**config.mk**
```make
export PLATFORM = sky130hd
export DESIGN_NAME = execCore
export DESIGN_NICKNAME = d
export VERILOG_FILES = /design/src/verilog/execPkg.sv /design/src/verilog/regFile.sv /design/src/verilog/alu.sv /design/src/verilog/compareUnit.sv /design/src/verilog/resultSelect.sv /design/src/verilog/execCore.sv
export SDC_FILE = /design/constraint.sdc
export NUM_CORES = 2
export LEC_CHECK = 0
export BUFFER_PORTS_ARGS = -buffer_cell sky130_fd_sc_hd__buf_2
export CAP_MARGIN = 10
export CELL_PAD_IN_SITES_DETAIL_PLACEMENT = 0
export CELL_PAD_IN_SITES_GLOBAL_PLACEMENT = 2
export CORE_UTILIZATION = 44
export DETAILED_ROUTE_END_ITERATION = 16
export MAX_ROUTING_LAYER = met4
export PLACE_DENSITY_LB_ADDON = 0.1
export SLEW_MARGIN = 10
export SYNTH_ARGS = -nofsm -noshare
export SYNTH_HDL_FRONTEND = slang
export SYNTH_HIERARCHICAL = 1
export SYNTH_SLANG_ARGS = --single-unit
```
**constraint.sdc**
```tcl
create_clock -name clk -period 7.86 [get_ports clk]
set_input_delay 1.572 -clock clk [delete_from_list [all_inputs] [get_ports clk]]
set_output_delay 1.572 -clock clk [all_outputs]
set_load 0.02 [all_outputs]
```
**src/verilog/execPkg.sv**
```systemverilog
`default_nettype none

package execPkg;

        ////////////////////////////////////////////////////////////////////
        // Widths
        ////////////////////////////////////////////////////////////////////

        localparam int dataWidth    = 32;
        localparam int regAddrWidth = 5;
        localparam int immWidth     = 16;
        localparam int opWidth      = 4;
        localparam int numRegs      = 1 << regAddrWidth;

        // Shift amount taken from the low bits of the second operand
        localparam int shamtWidth   = $clog2(dataWidth);

        ////////////////////////////////////////////////////////////////////
        // Operations
        ////////////////////////////////////////////////////////////////////

        // Codes 10 to 15 are undefined and write zero
        typedef enum logic [opWidth-1:0] {
                OP_ADD  = 4'd0,
                OP_SUB  = 4'd1,
                OP_AND  = 4'd2,
                OP_OR   = 4'd3,
                OP_SRL  = 4'd4,
                OP_SRA  = 4'd5,
                OP_SLT  = 4'd6,
                OP_SLTU = 4'd7,
                OP_BEQ  = 4'd8,
                OP_LI   = 4'd9
        } opCode_t;

        // Decoded instruction as issued to the slice
        typedef struct packed {
                opCode_t                 op;
                logic [regAddrWidth-1:0] rd;
                logic [regAddrWidth-1:0] rs;
                logic [regAddrWidth-1:0] rt;
                logic [immWidth-1:0]     imm;
        } instr_t;

        // Register file write port
        typedef struct packed {
                logic                    en;
                logic [regAddrWidth-1:0] addr;
                logic [dataWidth-1:0]    data;
        } regWrite_t;

        // One writeback result per instruction
        typedef struct packed {
                logic                    valid;
                logic [regAddrWidth-1:0] dest;
                logic [dataWidth-1:0]    data;
                logic                    wrote;
                logic                    taken;
        } wbResult_t;

endpackage

`default_nettype wire

```
**src/verilog/regFile.sv**
```systemverilog
`timescale 1ns/1ps
`default_nettype none

module regFile
        import execPkg::*;
(
        input  logic                    clk,
        input  logic                    reset,
        input  logic [regAddrWidth-1:0] rsAddr,
        input  logic [regAddrWidth-1:0] rtAddr,
        output logic [dataWidth-1:0]    rsData,
        output logic [dataWidth-1:0]    rtData,
        input  regWrite_t               wr
);

        ////////////////////////////////////////////////////////////////////
        // Storage
        ////////////////////////////////////////////////////////////////////

        logic [dataWidth-1:0] regs [numRegs];

        // Register zero is cleared by reset and never written after
        logic writeOk;

        assign writeOk = wr.en && (wr.addr != '0);

        always_ff @(posedge clk) begin
                if (reset) begin
                        for (int i = 0; i < numRegs; i++) begin
                                regs[i] <= '0;
                        end
                end else if (writeOk) begin
                        regs[wr.addr] <= wr.data;
                end
        end

        ////////////////////////////////////////////////////////////////////
        // Read ports
        ////////////////////////////////////////////////////////////////////

        // Combinational, so the next instruction sees a write
        // committed at this edge
        assign rsData = regs[rsAddr];
        assign rtData = regs[rtAddr];

endmodule

`default_nettype wire

```
**src/verilog/alu.sv**
```systemverilog
`timescale 1ns/1ps
`default_nettype none

module alu
        import execPkg::*;
(
        input  opCode_t              op,
        input  logic [dataWidth-1:0] a,
        input  logic [dataWidth-1:0] b,
        output logic [dataWidth-1:0] c
);

        // Only the low five bits of b move the shifters
        logic [shamtWidth-1:0] shamt;

        logic [dataWidth-1:0] sum;
        logic [dataWidth-1:0] diff;
        logic [dataWidth-1:0] srlOut;
        logic [dataWidth-1:0] sraOut;

        assign shamt = b[shamtWidth-1:0];

        ////////////////////////////////////////////////////////////////////
        // Datapath
        ////////////////////////////////////////////////////////////////////

        // Wraparound arithmetic, carry and overflow dropped
        assign sum  = a + b;
        assign diff = a - b;

        assign srlOut = a >> shamt;

        // Sign fill from bit 31
        assign sraOut = $signed(a) >>> shamt;

        ////////////////////////////////////////////////////////////////////
        // Operation select
        ////////////////////////////////////////////////////////////////////

        always_comb begin
                case (op)
                        OP_ADD: begin
                                c = sum;
                        end
                        OP_SUB: begin
                                c = diff;
                        end
                        OP_AND: begin
                                c = a & b;
                        end
                        OP_OR: begin
                                c = a | b;
                        end
                        OP_SRL: begin
                                c = srlOut;
                        end
                        OP_SRA: begin
                                c = sraOut;
                        end
                        // Compare, load-immediate and undefined codes
                        default: begin
                                c = '0;
                        end
                endcase
        end

endmodule

`default_nettype wire

```
**src/verilog/compareUnit.sv**
```systemverilog
`timescale 1ns/1ps
`default_nettype none

module compareUnit
        import execPkg::*;
(
        input  opCode_t              op,
        input  logic [dataWidth-1:0] a,
        input  logic [dataWidth-1:0] b,
        output logic [dataWidth-1:0] setVal,
        output logic                 eq
);

        logic ltSigned;
        logic ltUnsigned;
        logic setBit;

        // Both orderings evaluated every cycle
        assign ltSigned   = $signed(a) < $signed(b);
        assign ltUnsigned = a < b;

        always_comb begin
                case (op)
                        OP_SLT: begin
                                setBit = ltSigned;
                        end
                        OP_SLTU: begin
                                setBit = ltUnsigned;
                        end
                        default: begin
                                setBit = 1'b0;
                        end
                endcase
        end

        // Set value is one or zero
        assign setVal = {{(dataWidth-1){1'b0}}, setBit};

        // Branch test, independent of op
        assign eq = (a == b);

endmodule

`default_nettype wire

```
**src/verilog/resultSelect.sv**
```systemverilog
`timescale 1ns/1ps
`default_nettype none

module resultSelect
        import execPkg::*;
(
        input  logic                 clk,
        input  logic                 reset,
        input  logic                 instValid,
        input  instr_t               inst,
        input  logic [dataWidth-1:0] aluData,
        input  logic [dataWidth-1:0] cmpData,
        input  logic                 eq,
        output regWrite_t            regWr,
        output wbResult_t            wb
);

        logic [dataWidth-1:0] immExt;
        logic [dataWidth-1:0] selData;
        logic                 isBranch;
        logic                 writeEn;
        wbResult_t            wbNext;

        ////////////////////////////////////////////////////////////////////
        // Value select
        ////////////////////////////////////////////////////////////////////

        assign immExt = {{(dataWidth-immWidth){inst.imm[immWidth-1]}}, inst.imm};

        always_comb begin
                case (inst.op)
                        OP_SLT, OP_SLTU: begin
                                selData = cmpData;
                        end
                        OP_LI: begin
                                selData = immExt;
                        end
                        OP_BEQ: begin
                                selData = '0;
                        end
                        // ALU codes and undefined codes
                        default: begin
                                selData = aluData;
                        end
                endcase
        end

        ////////////////////////////////////////////////////////////////////
        // Register write, same edge as the result
        ////////////////////////////////////////////////////////////////////

        assign isBranch = (inst.op == OP_BEQ);

        // No write for a branch or for register zero
        assign writeEn = instValid && !isBranch && (inst.rd != '0);

        assign regWr.en   = writeEn;
        assign regWr.addr = inst.rd;
        assign regWr.data = selData;

        // Idle cycles leave the whole result at zero
        always_comb begin
                wbNext = '0;
                if (instValid) begin
                        wbNext.valid = 1'b1;
                        wbNext.dest  = inst.rd;
                        wbNext.data  = selData;
                        wbNext.wrote = writeEn;
                        wbNext.taken = isBranch && eq;
                end
        end

        always_ff @(posedge clk) begin
                if (reset) begin
                        wb <= '0;
                end else begin
                        wb <= wbNext;
                end
        end

endmodule

`default_nettype wire

```
**src/verilog/execCore.sv**
```systemverilog
`timescale 1ns/1ps
`default_nettype none

module execCore
        import execPkg::*;
(
        input  logic      clk,
        input  logic      reset,
        input  logic      instValid,
        input  instr_t    inst,
        output wbResult_t wb
);

        logic [dataWidth-1:0] rsData;
        logic [dataWidth-1:0] rtData;
        logic [dataWidth-1:0] aluData;
        logic [dataWidth-1:0] cmpData;
        logic                 eq;
        regWrite_t            regWr;

        ////////////////////////////////////////////////////////////////////
        // Operand read
        ////////////////////////////////////////////////////////////////////

        regFile u_regFile (
                .clk    (clk),
                .reset  (reset),
                .rsAddr (inst.rs),
                .rtAddr (inst.rt),
                .rsData (rsData),
                .rtData (rtData),
                .wr     (regWr)
        );

        ////////////////////////////////////////////////////////////////////
        // Execute units, side by side
        ////////////////////////////////////////////////////////////////////

        alu u_alu (
                .op (inst.op),
                .a  (rsData),
                .b  (rtData),
                .c  (aluData)
        );

        compareUnit u_compareUnit (
                .op     (inst.op),
                .a      (rsData),
                .b      (rtData),
                .setVal (cmpData),
                .eq     (eq)
        );

        ////////////////////////////////////////////////////////////////////
        // Writeback
        ////////////////////////////////////////////////////////////////////

        // Drives the write port back into the register file
        resultSelect u_resultSelect (
                .clk       (clk),
                .reset     (reset),
                .instValid (instValid),
                .inst      (inst),
                .aluData   (aluData),
                .cmpData   (cmpData),
                .eq        (eq),
                .regWr     (regWr),
                .wb        (wb)
        );

endmodule

`default_nettype wire

```
==> flow_metrics.env <==
export IMPL_synth_adder_area_share_pct=1.767
export IMPL_max_clock_freq_mhz=140.7
export IMPL_io_pins=78
export IMPL_yosysWarnings=6
export IMPL_fin_cells=7759
export IMPL_crit_type="in2reg"
export IMPL_clk_latency_ps=770
export IMPL_ys_flop_type="edfxtp_1"
export IMPL_critPathLaunchType="primary input"
export IMPL_drt_iter0_drc=4250
export IMPL_wl_per_cell_um=31.06
export IMPL_drtAntennaViolNets=0
export IMPL_synthDistinctLibCells=88
export IMPL_cts_buffer_depth=3
export IMPL_ys_top_cells_by_area="edfxtp_1, mux2i_1, and2_1, a22oi_1, a21oi_1"
export IMPL_fp_coreArea_um2=143700
export IMPL_postLayoutCellArea_um2=71930
export IMPL_dieWidth_um=382.5
export IMPL_finalClockSkew_ps=36.49
export IMPL_dpl_hpwl_mm=155.9
export IMPL_comb_power_share_pct=21.1
export IMPL_ctsResizeCount=0
export IMPL_arrival_ps=7620
export IMPL_grt_ovfl_total=0
export IMPL_yosys_top_cells_count="mux2i_1, and2_1, edfxtp_1"
export IMPL_peakVddDrop_mv=0.1804
export IMPL_avgSynthCellArea_um2=11.25
export IMPL_cts_hold_buf=0
export IMPL_fin_crit_sh_pct=90.46
export IMPL_final_layout_size_suffix_gt1_share_pct=13.09
export IMPL_internal_power_w=0.01095
export IMPL_grt_pass1_vias=46360
export IMPL_cts_num_sinks=1064
export IMPL_grt_pass1_wl_mm=339.5
export IMPL_synth_top_family_by_area="multiplexers"
export IMPL_hold_viol=0
export IMPL_pwr_share_clk_pct=37.0
export IMPL_cts_htree_levels=3
export IMPL_slew_violations=0
export IMPL_cts_made_buffers=120
export IMPL_outcome="finished, violations left"
export IMPL_switchingPower_w=0.004614
export IMPL_critPathRequiredTime_ps=8370
export IMPL_violations="design-rule violations"
export IMPL_port_buffers=77
export IMPL_synthArstFlopShare_pct=0
export IMPL_area_growth_pct=12.89
export IMPL_tightest_slew_ps=1315
export IMPL_start_util_pct=44.35
export IMPL_cp_max_fo=31
export IMPL_wirelength_mm=241.0
export IMPL_synth_simple_area_share_pct=16.47
export IMPL_yosys_area_share_xor_xnor_pct=0.6873
export IMPL_synth_most_common_cell="mux2i_1"
export IMPL_root_buffer="clkbuf_16"
export IMPL_place_area_um2=67940
export IMPL_slew_headroom_pct=12.33
export IMPL_p_leak_nw=29.39
export IMPL_syn_instance_count=5664
export IMPL_grt_max_degree=76
export IMPL_drcViolationCount=4
export IMPL_maxCapViolCount=0
export IMPL_synth_edff_count=1024
export IMPL_synth_compound_area_share_pct=9.418
export IMPL_p_per_area_nw_per_um2=216.4
export IMPL_dp_cells=7538
export IMPL_synth_seq_cells=1064
export IMPL_die_h_um=382.5
export IMPL_nets=5862
export IMPL_num_vias=46840
export IMPL_die_area_um2=146300
export IMPL_cts_tree="built"
export IMPL_synth_top_area_share_pct=48.26
export IMPL_rsz0062_at_grt="no"
export IMPL_antenna_found_initial=7
export IMPL_hold_path_class="in2reg"
export IMPL_drtPass1Iterations=11
export IMPL_postCtsSetupRepairBufs=0
export IMPL_switching_share_pct=29.64
export IMPL_muxShareOfSynthArea_pct=17.42
export IMPL_fin_tns_setup_ps=0
export IMPL_setup_violations=0
export IMPL_vias_per_cell=6.037
export IMPL_track_usage_pct=33.27
export IMPL_rows=139
export IMPL_min_period_ps=7110
export IMPL_yosysSeqAreaShare_pct=49.52
export IMPL_cp_end_kind="flop"
export IMPL_clk_pin_slew_ps=50
export IMPL_pwr_share_seq_pct=42.0
export IMPL_yosysTopAreaCell="edfxtp_1"
export IMPL_synth_area_um2=63720
export IMPL_gp_congestion=0.9402
[power by group through the flow]
stage / Combinational, W / Sequential, W / Clock (W)
global route: 0.00347 / 0.00656 / 0.00604
finish: 0.00328 / 0.00653 / 0.00575
floorplan: 0.00187 / 0.00663 / 0
CTS: 0.00324 / 0.00653 / 0.00584
global placement: 0.00323 / 0.00664 / 0
detailed placement: 0.00323 / 0.00665 / 0
[sequential cells by signal, indices dropped and copies added (netlist names)]
name / cells
u_regFile/regs: 1024
u_resultSelect/wb: 40
[worst max-delay path, cell delays in order]
cell and delay [ps]:
buf_2 140, nor2_4 650, buf_4 400, buf_4 330
nand2_1 80, a31oi_1 510, nand3_1 610, mux4_2 700
nand2_1 100, nand2_1 80, o21ai_0 570, mux2i_1 160
a221o_1 400, a222oi_1 660, inv_1 90, buf_4 260
and2_1 220
[cells by family (layout without fill, tap and decap cells)]
kind of cell,Yosys count,after routing
multiplexers,1078,1078
XOR/XNOR,50,50
AND/OR/NAND/NOR,1876,1876
other,2,69
adder cells (fa/ha/maj),95,95
buffers and inverters,616,741
AO/OA/AOI/OAI,883,883
flip-flops,1064,1064
[cell usage in the layout (no fill, tap or decap), types with 40 or more instances in the layout]
cell,synthesis,final
a21oi_1,283,283
a22o_1,129,129
a22oi_1,199,199
a31oi_1,70,70
and2_1,1029,1027
buf_12,1,69
buf_2,122,74
buf_4,101,318
clkbuf_16,0,123
conb_1,2,63
dfxtp_1,40,40
edfxtp_1,1024,1024
ha_1,66,66
inv_1,62,62
mux2i_1,1048,1048
nand2_1,293,291
nand3_1,216,212
nor2_1,104,85
nor3_1,88,87
o21ai_0,58,57
[area by class of cell]
class / instances / area [µm²]
Antenna cell: 6 / 15.01
Clock buffer: 145 / 3181
Clock inverter: 70 / 795.8
Fill cell: 12880 / 71730
Inverter: 63 / 236.5
Multi-Input combinational cell: 4045 / 29600
Sequential cell: 1064 / 31550
Tap cell: 1903 / 2381
Timing Repair Buffer: 463 / 4169
[metrics by stage]
stage          worst slack (ps)  utilization, %  total power (W)  hold WS [ps]
2_1_floorplan             550.1               -         0.008503          1109
3_3_place_gp              151.9           47.29         0.009866          1395
3_5_place_dp              180.3           47.29         0.009879          1398
4_1_cts                   951.8           50.06          0.01561          1087
5_1_grt                   634.6           50.06          0.01606          1120
6_report                  750.2           50.07          0.01557          1123
[final timing paths]
kind                              start                endpoint  slack [ps]  depth (start not counted)
setup reg to reg  u_regFile/regs[2][12]  u_regFile/regs[27][31]        1830                         22
hold reg to reg   u_regFile/regs[25][9]   u_resultSelect/wb[11]        1400                         10
hold / removal                  inst[4]    u_resultSelect/wb[6]        1120                          3
setup / recovery               inst[21]   u_regFile/regs[20][0]         750                         17
[routing by layer]
metal | global-route usage (%) | share of wire (%)
met1 | 43.22 | 43
met2 | 53.19 | 47
met3 | 3.818 | 6.0
met5 | - | 0
met4 | 12.95 | 4.3
No activity file was read; power rests on OpenSTA's default activity.
